File: src/logic/sdCard_defines.svh
`ifndef SD_CARD_DEFINES_SVH
`define SD_CARD_DEFINES_SVH

// =========================================================================
// Frame and lane geometry
// =========================================================================
`define SD_CMD_BITS     48
`define SD_CRC7_BITS    7
`define SD_CRC16_BITS   16
`define SD_LANES        4
`define SD_BLOCK_BYTES  512

// =========================================================================
// Latencies in clock edges, counted from the edge sampling the end bit
// =========================================================================
`define SD_NCR_CYCLES   4
`define SD_NAC_CYCLES   8
`define SD_BLOCK_GAP    2

// Card address and canned response words
`define SD_CARD_RCA     16'hAAAA
`define SD_R6_STATUS    16'h0520
`define SD_R1_STATUS    32'h0000_0900
`define SD_APP_STATUS   32'h0000_0920
`define SD_OCR_READY    32'hC1FF_8080

`endif

File: src/logic/sdCardPkg.sv
`include "sdCard_defines.svh"

package sdCardPkg;

    // Top bit marks an application command, low six bits hold the index
    typedef enum logic [6:0] {
        CMD0_GO_IDLE     = 7'd0,
        CMD3_SEND_RCA    = 7'd3,
        CMD7_SELECT      = 7'd7,
        CMD8_IF_COND     = 7'd8,
        CMD12_STOP       = 7'd12,
        CMD18_READ_MULTI = 7'd18,
        CMD55_APP_CMD    = 7'd55,
        ACMD41_OP_COND   = 7'b1_101001
    } sdCmd_e;

    // Received command after framing and CRC checks
    typedef struct packed {
        logic [5:0]  index;
        logic [31:0] arg;
        logic        crcOk;
        logic        framingOk;
    } cmdFrame_t;

    // R3 responses carry all ones in index and CRC
    typedef struct packed {
        logic [5:0]  index;
        logic [31:0] arg;
        logic        fixedCrc;
    } cmdResponse_t;

    typedef logic [`SD_LANES-1:0] datLanes_t;

    typedef enum logic {
        RX_IDLE,
        RX_SHIFT
    } rxState_e;

    typedef enum logic [2:0] {
        TX_IDLE,
        TX_WAIT,
        TX_BODY,
        TX_CRC,
        TX_END
    } txState_e;

    typedef enum logic [2:0] {
        BLK_IDLE,
        BLK_WAIT,
        BLK_START,
        BLK_DATA,
        BLK_CRC,
        BLK_END,
        BLK_GAP
    } blockPhase_e;

endpackage

File: src/logic/cmdReceiver.sv
`timescale 1ns/1ps
`include "sdCard_defines.svh"

module cmdReceiver (
    input  logic                 clk,
    input  logic                 rst_,
    input  logic                 cmdIn,
    output sdCardPkg::cmdFrame_t frame,
    output logic                 frameValid
);
    import sdCardPkg::*;

    localparam int LAST_BIT = `SD_CMD_BITS - 1;
    localparam int CRC_SPAN = `SD_CMD_BITS - `SD_CRC7_BITS - 1;

    rxState_e                 state;
    logic                     cmdSample;
    logic [`SD_CMD_BITS-2:0]  shiftReg;
    logic [`SD_CMD_BITS-1:0]  fullFrame;
    logic [5:0]               bitCnt;
    logic [`SD_CRC7_BITS-1:0] crcCalc;
    logic                     crcClear;
    logic                     crcEnable;

    // Earlier bits plus the one sampled last
    assign fullFrame = {shiftReg, cmdSample};

    // Start bit is zero and leaves a cleared CRC unchanged
    assign crcClear  = (state == RX_IDLE) && !cmdSample;
    assign crcEnable = (state == RX_SHIFT) && (bitCnt < 6'(CRC_SPAN));

    crc7 rxCrc (
        .clk    (clk),
        .rst_   (rst_),
        .clear  (crcClear),
        .enable (crcEnable),
        .bitIn  (cmdSample),
        .crc    (crcCalc)
    );

    always_ff @(posedge clk) begin
        shiftReg <= {shiftReg[`SD_CMD_BITS-3:0], cmdSample};
    end

    always_ff @(posedge clk) begin
        if (!rst_) begin
            state      <= RX_IDLE;
            cmdSample  <= 1'b1;
            bitCnt     <= '0;
            frameValid <= 1'b0;
        end else begin
            cmdSample  <= cmdIn;
            frameValid <= 1'b0;
            case (state)
                RX_IDLE: begin
                    if (!cmdSample) begin
                        state  <= RX_SHIFT;
                        bitCnt <= 6'd1;
                    end
                end
                RX_SHIFT: begin
                    bitCnt <= bitCnt + 6'd1;
                    if (bitCnt == 6'(LAST_BIT)) begin
                        state      <= RX_IDLE;
                        frameValid <= 1'b1;
                    end
                end
                default: state <= RX_IDLE;
            endcase
        end
    end

    // Frame fields, latched together with frameValid
    always_ff @(posedge clk) begin
        if (state == RX_SHIFT && bitCnt == 6'(LAST_BIT)) begin
            frame.index     <= fullFrame[45:40];
            frame.arg       <= fullFrame[39:8];
            frame.crcOk     <= (fullFrame[7:1] == crcCalc);
            frame.framingOk <= fullFrame[46] && fullFrame[0];
        end
    end

endmodule

File: src/logic/cmdResponder.sv
`timescale 1ns/1ps
`include "sdCard_defines.svh"

module cmdResponder (
    input  logic                    clk,
    input  logic                    rst_,
    input  sdCardPkg::cmdFrame_t    frame,
    input  logic                    frameValid,
    output sdCardPkg::cmdResponse_t resp,
    output logic                    respLoad,
    output logic                    readStart,
    output logic                    readStop
);
    import sdCardPkg::*;

    logic [15:0] rca;
    logic        acmdFlag;
    logic        selected;
    logic        frameOk;
    sdCmd_e      cmd;

    assign frameOk = frameValid && frame.crcOk && frame.framingOk;
    assign cmd     = sdCmd_e'({acmdFlag, frame.index});

    // =========================================================================
    // Card state and strobes
    // =========================================================================
    always_ff @(posedge clk) begin
        if (!rst_) begin
            rca       <= '0;
            acmdFlag  <= 1'b0;
            selected  <= 1'b0;
            respLoad  <= 1'b0;
            readStart <= 1'b0;
            readStop  <= 1'b0;
        end else begin
            respLoad  <= 1'b0;
            readStart <= 1'b0;
            readStop  <= 1'b0;
            if (frameOk) begin
                // Prefix applies to the next command only
                acmdFlag <= 1'b0;
                case (cmd)
                    CMD0_GO_IDLE: begin
                        rca      <= '0;
                        selected <= 1'b0;
                        readStop <= 1'b1;
                    end
                    CMD3_SEND_RCA: begin
                        rca      <= `SD_CARD_RCA;
                        respLoad <= 1'b1;
                    end
                    CMD7_SELECT: begin
                        if (frame.arg[31:16] == rca) begin
                            selected <= 1'b1;
                            respLoad <= 1'b1;
                        end
                    end
                    CMD55_APP_CMD: begin
                        acmdFlag <= 1'b1;
                        respLoad <= 1'b1;
                    end
                    CMD18_READ_MULTI: begin
                        // Data only flows once the card is selected
                        readStart <= selected;
                        respLoad  <= 1'b1;
                    end
                    CMD12_STOP: begin
                        readStop <= 1'b1;
                        respLoad <= 1'b1;
                    end
                    CMD8_IF_COND, ACMD41_OP_COND: respLoad <= 1'b1;
                    default: ;
                endcase
            end
        end
    end

    // =========================================================================
    // Response contents
    // =========================================================================
    always_ff @(posedge clk) begin
        if (frameOk) begin
            resp.index    <= frame.index;
            resp.fixedCrc <= 1'b0;
            case (cmd)
                CMD3_SEND_RCA: resp.arg <= {`SD_CARD_RCA, `SD_R6_STATUS};
                CMD8_IF_COND:  resp.arg <= {20'd0, frame.arg[11:0]};
                CMD55_APP_CMD: resp.arg <= `SD_APP_STATUS;
                ACMD41_OP_COND: begin
                    // R3 has no index echo and no real CRC
                    resp.index    <= '1;
                    resp.arg      <= `SD_OCR_READY;
                    resp.fixedCrc <= 1'b1;
                end
                default: resp.arg <= `SD_R1_STATUS;
            endcase
        end
    end

endmodule

File: src/logic/crc16Lanes.sv
`timescale 1ns/1ps
`include "sdCard_defines.svh"

module crc16Lanes (
    input  logic                 clk,
    input  logic                 rst_,
    input  logic                 clear,
    input  logic                 accumulate,
    input  logic                 shiftOut,
    input  sdCardPkg::datLanes_t dataIn,
    output sdCardPkg::datLanes_t crcMsb
);

    // One CRC16 per DAT lane, polynomial x^16 + x^12 + x^5 + 1
    for (genvar lane = 0; lane < `SD_LANES; lane++) begin : gLane
        logic [`SD_CRC16_BITS-1:0] crcReg;
        logic                      feedback;

        assign feedback = dataIn[lane] ^ crcReg[`SD_CRC16_BITS-1];

        always_ff @(posedge clk) begin
            if (!rst_ || clear) begin
                crcReg <= '0;
            end else if (accumulate) begin
                crcReg <= {crcReg[14:12], crcReg[11] ^ feedback, crcReg[10:5],
                           crcReg[4] ^ feedback, crcReg[3:0], feedback};
            end else if (shiftOut) begin
                crcReg <= crcReg << 1;
            end
        end

        assign crcMsb[lane] = crcReg[`SD_CRC16_BITS-1];
    end

endmodule

File: src/logic/crc7.sv
`timescale 1ns/1ps
`include "sdCard_defines.svh"

module crc7 (
    input  logic                     clk,
    input  logic                     rst_,
    input  logic                     clear,
    input  logic                     enable,
    input  logic                     bitIn,
    output logic [`SD_CRC7_BITS-1:0] crc
);

    logic feedback;

    // Polynomial x^7 + x^3 + 1
    assign feedback = bitIn ^ crc[`SD_CRC7_BITS-1];

    always_ff @(posedge clk) begin
        if (!rst_ || clear) begin
            crc <= '0;
        end else if (enable) begin
            crc <= {crc[5:3], crc[2] ^ feedback, crc[1:0], feedback};
        end
    end

endmodule

File: src/logic/readBlockSender.sv
`timescale 1ns/1ps
`include "sdCard_defines.svh"

module readBlockSender (
    input  logic                 clk,
    input  logic                 rst_,
    input  logic                 readStart,
    input  logic                 readStop,
    output sdCardPkg::datLanes_t datOut,
    output logic                 datOutEn
);
    import sdCardPkg::*;

    localparam int NIBBLES   = `SD_BLOCK_BYTES * 2;
    localparam int CNT_BITS  = $clog2(NIBBLES);
    localparam int WAIT_LOAD = `SD_NAC_CYCLES - 4;

    blockPhase_e         phase;
    logic [CNT_BITS-1:0] cnt;
    logic [7:0]          blockNum;
    logic [7:0]          byteVal;
    datLanes_t           nibble;
    datLanes_t           crcMsb;

    // Byte k of block b is (k + b) mod 256, high nibble first
    assign byteVal = 8'(cnt[CNT_BITS-1:1]) + blockNum;
    assign nibble  = cnt[0] ? byteVal[3:0] : byteVal[7:4];

    crc16Lanes datCrc (
        .clk        (clk),
        .rst_       (rst_),
        .clear      (phase == BLK_START),
        .accumulate (phase == BLK_DATA),
        .shiftOut   (phase == BLK_CRC),
        .dataIn     (nibble),
        .crcMsb     (crcMsb)
    );

    always_comb begin
        case (phase)
            BLK_START: datOut = '0;
            BLK_DATA:  datOut = nibble;
            BLK_CRC:   datOut = crcMsb;
            default:   datOut = '1;
        endcase
    end

    assign datOutEn = (phase == BLK_START) || (phase == BLK_DATA) ||
                      (phase == BLK_CRC) || (phase == BLK_END);

    always_ff @(posedge clk) begin
        if (!rst_) begin
            phase    <= BLK_IDLE;
            cnt      <= '0;
            blockNum <= '0;
        end else if (readStop) begin
            phase <= BLK_IDLE;
        end else if (readStart) begin
            phase    <= BLK_WAIT;
            cnt      <= CNT_BITS'(WAIT_LOAD);
            blockNum <= '0;
        end else begin
            case (phase)
                BLK_WAIT, BLK_GAP: begin
                    if (cnt == '0) begin
                        phase <= BLK_START;
                    end else begin
                        cnt <= cnt - 1'b1;
                    end
                end
                BLK_START: begin
                    phase <= BLK_DATA;
                    cnt   <= '0;
                end
                BLK_DATA: begin
                    // Wraps back to zero on the last nibble
                    cnt <= cnt + 1'b1;
                    if (cnt == CNT_BITS'(NIBBLES - 1)) begin
                        phase <= BLK_CRC;
                    end
                end
                BLK_CRC: begin
                    cnt <= cnt + 1'b1;
                    if (cnt == CNT_BITS'(`SD_CRC16_BITS - 1)) begin
                        phase <= BLK_END;
                    end
                end
                BLK_END: begin
                    phase    <= BLK_GAP;
                    cnt      <= CNT_BITS'(`SD_BLOCK_GAP - 1);
                    blockNum <= blockNum + 8'd1;
                end
                default: phase <= BLK_IDLE;
            endcase
        end
    end

endmodule

File: src/logic/respTransmitter.sv
`timescale 1ns/1ps
`include "sdCard_defines.svh"

module respTransmitter (
    input  logic                    clk,
    input  logic                    rst_,
    input  sdCardPkg::cmdResponse_t resp,
    input  logic                    respLoad,
    output logic                    cmdOut,
    output logic                    cmdOutEn
);
    import sdCardPkg::*;

    localparam int BODY_BITS = `SD_CMD_BITS - `SD_CRC7_BITS - 1;
    // Receiver, responder and load edge already use three of the NCR edges
    localparam int WAIT_LOAD = `SD_NCR_CYCLES - 4;

    txState_e                 state;
    logic [BODY_BITS-1:0]     shiftReg;
    logic                     fixedCrc;
    logic [5:0]               bitCnt;
    logic [3:0]               waitCnt;
    logic [`SD_CRC7_BITS-1:0] crcCalc;
    logic                     crcBit;

    assign crcBit = fixedCrc ? 1'b1 : crcCalc[3'(`SD_CRC7_BITS - 1) - bitCnt[2:0]];

    crc7 txCrc (
        .clk    (clk),
        .rst_   (rst_),
        .clear  ((state == TX_IDLE) && respLoad),
        .enable (state == TX_BODY),
        .bitIn  (shiftReg[BODY_BITS-1]),
        .crc    (crcCalc)
    );

    always_comb begin
        case (state)
            TX_BODY: cmdOut = shiftReg[BODY_BITS-1];
            TX_CRC:  cmdOut = crcBit;
            default: cmdOut = 1'b1;
        endcase
    end

    assign cmdOutEn = (state == TX_BODY) || (state == TX_CRC) || (state == TX_END);

    // Start and transmission bits are both zero for a card response
    always_ff @(posedge clk) begin
        if (state == TX_IDLE && respLoad) begin
            shiftReg <= {2'b00, resp.index, resp.arg};
            fixedCrc <= resp.fixedCrc;
        end else if (state == TX_BODY) begin
            shiftReg <= shiftReg << 1;
        end
    end

    always_ff @(posedge clk) begin
        if (!rst_) begin
            state   <= TX_IDLE;
            bitCnt  <= '0;
            waitCnt <= '0;
        end else begin
            case (state)
                TX_IDLE: begin
                    if (respLoad) begin
                        state   <= TX_WAIT;
                        waitCnt <= 4'(WAIT_LOAD);
                    end
                end
                TX_WAIT: begin
                    if (waitCnt == '0) begin
                        state  <= TX_BODY;
                        bitCnt <= '0;
                    end else begin
                        waitCnt <= waitCnt - 4'd1;
                    end
                end
                TX_BODY: begin
                    bitCnt <= bitCnt + 6'd1;
                    if (bitCnt == 6'(BODY_BITS - 1)) begin
                        state  <= TX_CRC;
                        bitCnt <= '0;
                    end
                end
                TX_CRC: begin
                    bitCnt <= bitCnt + 6'd1;
                    if (bitCnt == 6'(`SD_CRC7_BITS - 1)) begin
                        state <= TX_END;
                    end
                end
                default: state <= TX_IDLE;
            endcase
        end
    end

endmodule

File: src/logic/sdCardEmulator.sv
`timescale 1ns/1ps
`include "sdCard_defines.svh"

module sdCardEmulator (
    input  logic                 clk,
    input  logic                 rst_,
    input  logic                 cmdIn,
    output logic                 cmdOut,
    output logic                 cmdOutEn,
    output sdCardPkg::datLanes_t datOut,
    output logic                 datOutEn
);
    import sdCardPkg::*;

    cmdFrame_t    frame;
    logic         frameValid;
    cmdResponse_t resp;
    logic         respLoad;
    logic         readStart;
    logic         readStop;

    // =========================================================================
    // Command path
    // =========================================================================
    cmdReceiver receiver (
        .clk        (clk),
        .rst_       (rst_),
        .cmdIn      (cmdIn),
        .frame      (frame),
        .frameValid (frameValid)
    );

    cmdResponder responder (
        .clk        (clk),
        .rst_       (rst_),
        .frame      (frame),
        .frameValid (frameValid),
        .resp       (resp),
        .respLoad   (respLoad),
        .readStart  (readStart),
        .readStop   (readStop)
    );

    respTransmitter transmitter (
        .clk      (clk),
        .rst_     (rst_),
        .resp     (resp),
        .respLoad (respLoad),
        .cmdOut   (cmdOut),
        .cmdOutEn (cmdOutEn)
    );

    // Read data on the four DAT lanes
    readBlockSender reader (
        .clk       (clk),
        .rst_      (rst_),
        .readStart (readStart),
        .readStop  (readStop),
        .datOut    (datOut),
        .datOutEn  (datOutEn)
    );

endmodule

File: config.mk
export PLATFORM = sky130hd
export DESIGN_NAME = sdCardEmulator
export DESIGN_NICKNAME = d
export VERILOG_FILES = /design/src/logic/sdCardPkg.sv /design/src/logic/cmdReceiver.sv /design/src/logic/cmdResponder.sv /design/src/logic/crc16Lanes.sv /design/src/logic/crc7.sv /design/src/logic/readBlockSender.sv /design/src/logic/respTransmitter.sv /design/src/logic/sdCardEmulator.sv
export VERILOG_INCLUDE_DIRS = /design/src /design/src/logic
export SDC_FILE = /design/constraint.sdc
export NUM_CORES = 1
export LEC_CHECK = 0
export BUFFER_PORTS_ARGS = -buffer_cell sky130_fd_sc_hd__buf_2
export CAP_MARGIN = 20
export CORE_MARGIN = 2
export CORE_UTILIZATION = 45
export CTS_CLUSTER_DIAMETER = 150
export DETAILED_ROUTE_END_ITERATION = 6
export PLACE_DENSITY_LB_ADDON = 0.05
export SYNTH_ARGS = -nofsm -noshare
export SYNTH_HDL_FRONTEND = slang
export SYNTH_HIERARCHICAL = 1
export SYNTH_SLANG_ARGS = --single-unit
export TNS_END_PERCENT = 100
File: constraint.sdc
create_clock -name clk -period 7.1 [get_ports clk]
set_input_delay 0.355 -clock clk [delete_from_list [all_inputs] [get_ports clk]]
set_output_delay 0.355 -clock clk [all_outputs]
set_load 0.02 [all_outputs]
==> run_results.csv <==
group,metric,value,unit
finish,syn_to_final_growth,9.70,%
floorplanning,start_util,45.6,%
timing,setup_viol,0,
worst_setup_path,r2r_cells,10,
clocking,clockBufferDepth,3,
hold_path,min_path_cells,3,
worst_setup_path,start_kind,"register",
worst_setup_path,cp-end-kind,"output port",
detailed_routing,routed.top_layer,"met4",
detailed_routing,wl_per_cell,14.2,um
timing,final_max_slew_viol_count,0,
floorplanning,rows,58,
clocking,root_buffer,"clkbuf_16",
logic_synthesis,syn_area_per_cell,10.3,um^2
logic_synthesis,netlist_area,0.0114,mm^2
finish,multi_input_area,0.00445,mm^2
power,power_density,264,mW/mm^2
place,hpwl,12.8,mm
floorplanning,die_w,163,um
detailed_routing,wl_met2,9.73,mm
grt,track_usage,15.7,%
place,placed_cells,1381,
clocking,cts.sinks,272,
timing,period_needed,3230,ps
place,io_buffer_count,9,
timing,rsz0062_at_grt,"false",
logic_synthesis,syn-instance-count,1110,
floorplanning,die-area,0.0267,mm^2
detailed_routing,vias,7404,
worst_setup_path,critPathKind,"reg -> out",
worst_setup_path,reg2reg_to,"reader/cnt[8]$_SDFFE_PN0P_",
grt,overflow,0,
place,placed_area,0.0115,mm^2
clocking,postCtsSetupBuffers,0,
timing,fin_skew,11.4,ps
grt,antenna_found_initial,0,
floorplanning,die_y,163,um
clocking,insertion_delay,530,ps
power,report.power.total,3.31,mW
floorplanning,top_level_ports,10,
finish,fin_cells,1435,
hold_path,hold_path.class,"in -> reg",
finish,drive_gt1_share,10.0,%
finish,nFillCells,2291,
worst_setup_path,crit_fanout,6,
detailed_routing,drc_errors,0,
grt,first_global_vias,7053,
detailed_routing,wirelength,20.4,mm
timing,worst_pin_slew,859,ps
finish,antenna_cells,0,
clocking,cts.clk_slew.worst_paths,70,ps
clocking,cts-buffers-inserted,29,
timing,fmax,0.310,GHz
floorplanning,fp.coreArea,0.0250,mm^2
timing,setup-tns-final,0,ps
clocking,cts_htree_levels,1,
detailed_routing,drtPass1Iterations,5,
timing,finalCritPeriodShare,45.5,%
timing,hold_viol_final,0,
power,ir_drop,0.268,mV
clocking,cts_tree,"built",
hold_path,min_to,"receiver/cmdSample$_SDFF_PN1_",
grt,grt_pass1_wl,34.9,mm
worst_setup_path,worst_ep_required_time,6740,ps
run,cap_viol_max_count,0,
detailed_routing,viasPerCell,5.16,
timing,relSlewSlack,42.7,%
detailed_routing,dr_wl_met3,701,um
hold_path,hp-start,"rst_",
finish,finalInstanceArea,0.0125,mm^2
detailed_routing,routedLengthMet1,9.63,mm
place,place_congestion,0.770,
worst_setup_path,worstReg2RegStart,"reader/phase[2]$_SDFFE_PP0P_",
power,power.leakage,4.61,nW
worst_setup_path,critPathArrivalTime,2870,ps
logic_synthesis,yosysWarnings,6,
worst_setup_path,rrSetupSlack,4050,ps
finish,seq_area,0.00642,mm^2
detailed_routing,initialDrtViolationCount,430,
detailed_routing,antenna_left,0,
outcome,status,"finished clean",
grt,grt_max_degree,65,
finish,finalNetCount,1109,
## layout by cell type (no fill, tap or decap), types with 6 or more instances in the layout
master	count
a211oi_1	12
a21o_1	7
a21oi_1	81
a22o_1	7
a22oi_1	6
and2_1	17
and3_1	7
buf_2	9
buf_4	6
bufinv_16	7
clkbuf_16	30
clkinv_2	7
dfxtp_1	175
edfxtp_1	97
ha_1	21
inv_1	22
mux2i_1	14
nand2_1	242
nand2b_1	11
nand3_1	21
nand3b_1	7
nand4_1	11
nor2_1	65
nor2b_1	7
nor3_1	12
nor4_1	9
o21a_1	7
o21ai_0	17
or2_2	9
xnor2_1	15
xor2_1	25
## worst max-delay path by stage
| stage | startpoint | end | slack (ps) | cells past startpoint |
|---|---|---|---|---|
| after global placement | transmitter/state[0]$_SDFFE_PN0P_ | transmitter/txCrc/crc[3]$_SDFFE_PP0P_ | 4030 | 6 |
| after floorplan | receiver/bitCnt[0]$_SDFFE_PN0P_ | receiver/frame[0]$_DFFE_PP_ | 3160 | 3 |
| final | reader/cnt[1]$_SDFFE_PN0P_ | datOut[0] | 3870 | 9 |
| after CTS | reader/cnt[1]$_SDFFE_PN0P_ | datOut[0] | 3830 | 9 |
| after global routing | reader/cnt[1]$_SDFFE_PN0P_ | datOut[0] | 3700 | 9 |
| after detailed placement | reader/phase[2]$_SDFFE_PP0P_ | reader/cnt[8]$_SDFFE_PN0P_ | 4050 | 10 |
## per-stage QoR
step / hold WS, ps / utilization, % / setup WS (ps)
after CTS: 298 / 50.1 / 3830
after detailed placement: 312 / 45.8 / 4050
after global placement: 310 / 45.8 / 4030
final: 316 / 50.1 / 3870
after global routing: 307 / 50.1 / 3700
after floorplan: 310 / - / 3160
## area by class of cell
class,instances,area share (%)
flip-flops and latches,272,51.2
multi-input cells,739,35.5
clock buffers,32,6.13
well taps,330,3.29
clock inverters,21,2.38
repair buffers,16,0.798
inverters,25,0.749
## timing repair
item                      CTS  global route
hold buffers                1             0
gates resized for setup     0             0
hold endpoints to repair    1             0
## metal layers
metal | up-vias | GRT usage, %
met5 | - | 0
met4 | 0 | 3.78
met3 | 29 | 2.74
met2 | 83 | 26.5
met1 | 3488 | 21.0
li1 | 3804 | -
## report_power, final
part	switching [mW]	internal (mW)	leakage [nW]
sequential	0.0111	1.62	2.29
combinational	0.0205	0.0102	1.80
clock	0.612	1.04	0.519
total	0.643	2.67	4.61
## flip-flops by register name, indices dropped and copies added (netlist names), 7 cells and up
name	count
reader/datCrc/gLane.crcReg	64
receiver/shiftReg	46
transmitter/shiftReg	40
receiver/frame	36
responder/resp	22
reader/cnt	10
reader/blockNum	8
receiver/rxCrc/crc	7
transmitter/txCrc/crc	7
## critical path: stages (launching register included)
cell,delay [ps]
dfxtp_1,370
ha_1,250
fa_1,400
a21o_1,170
a21o_1,210
xnor2_1,130
o21ai_0,360
a21oi_1,130
nor2_1,140
buf_2,180
Power figures use the tool's default switching activity.
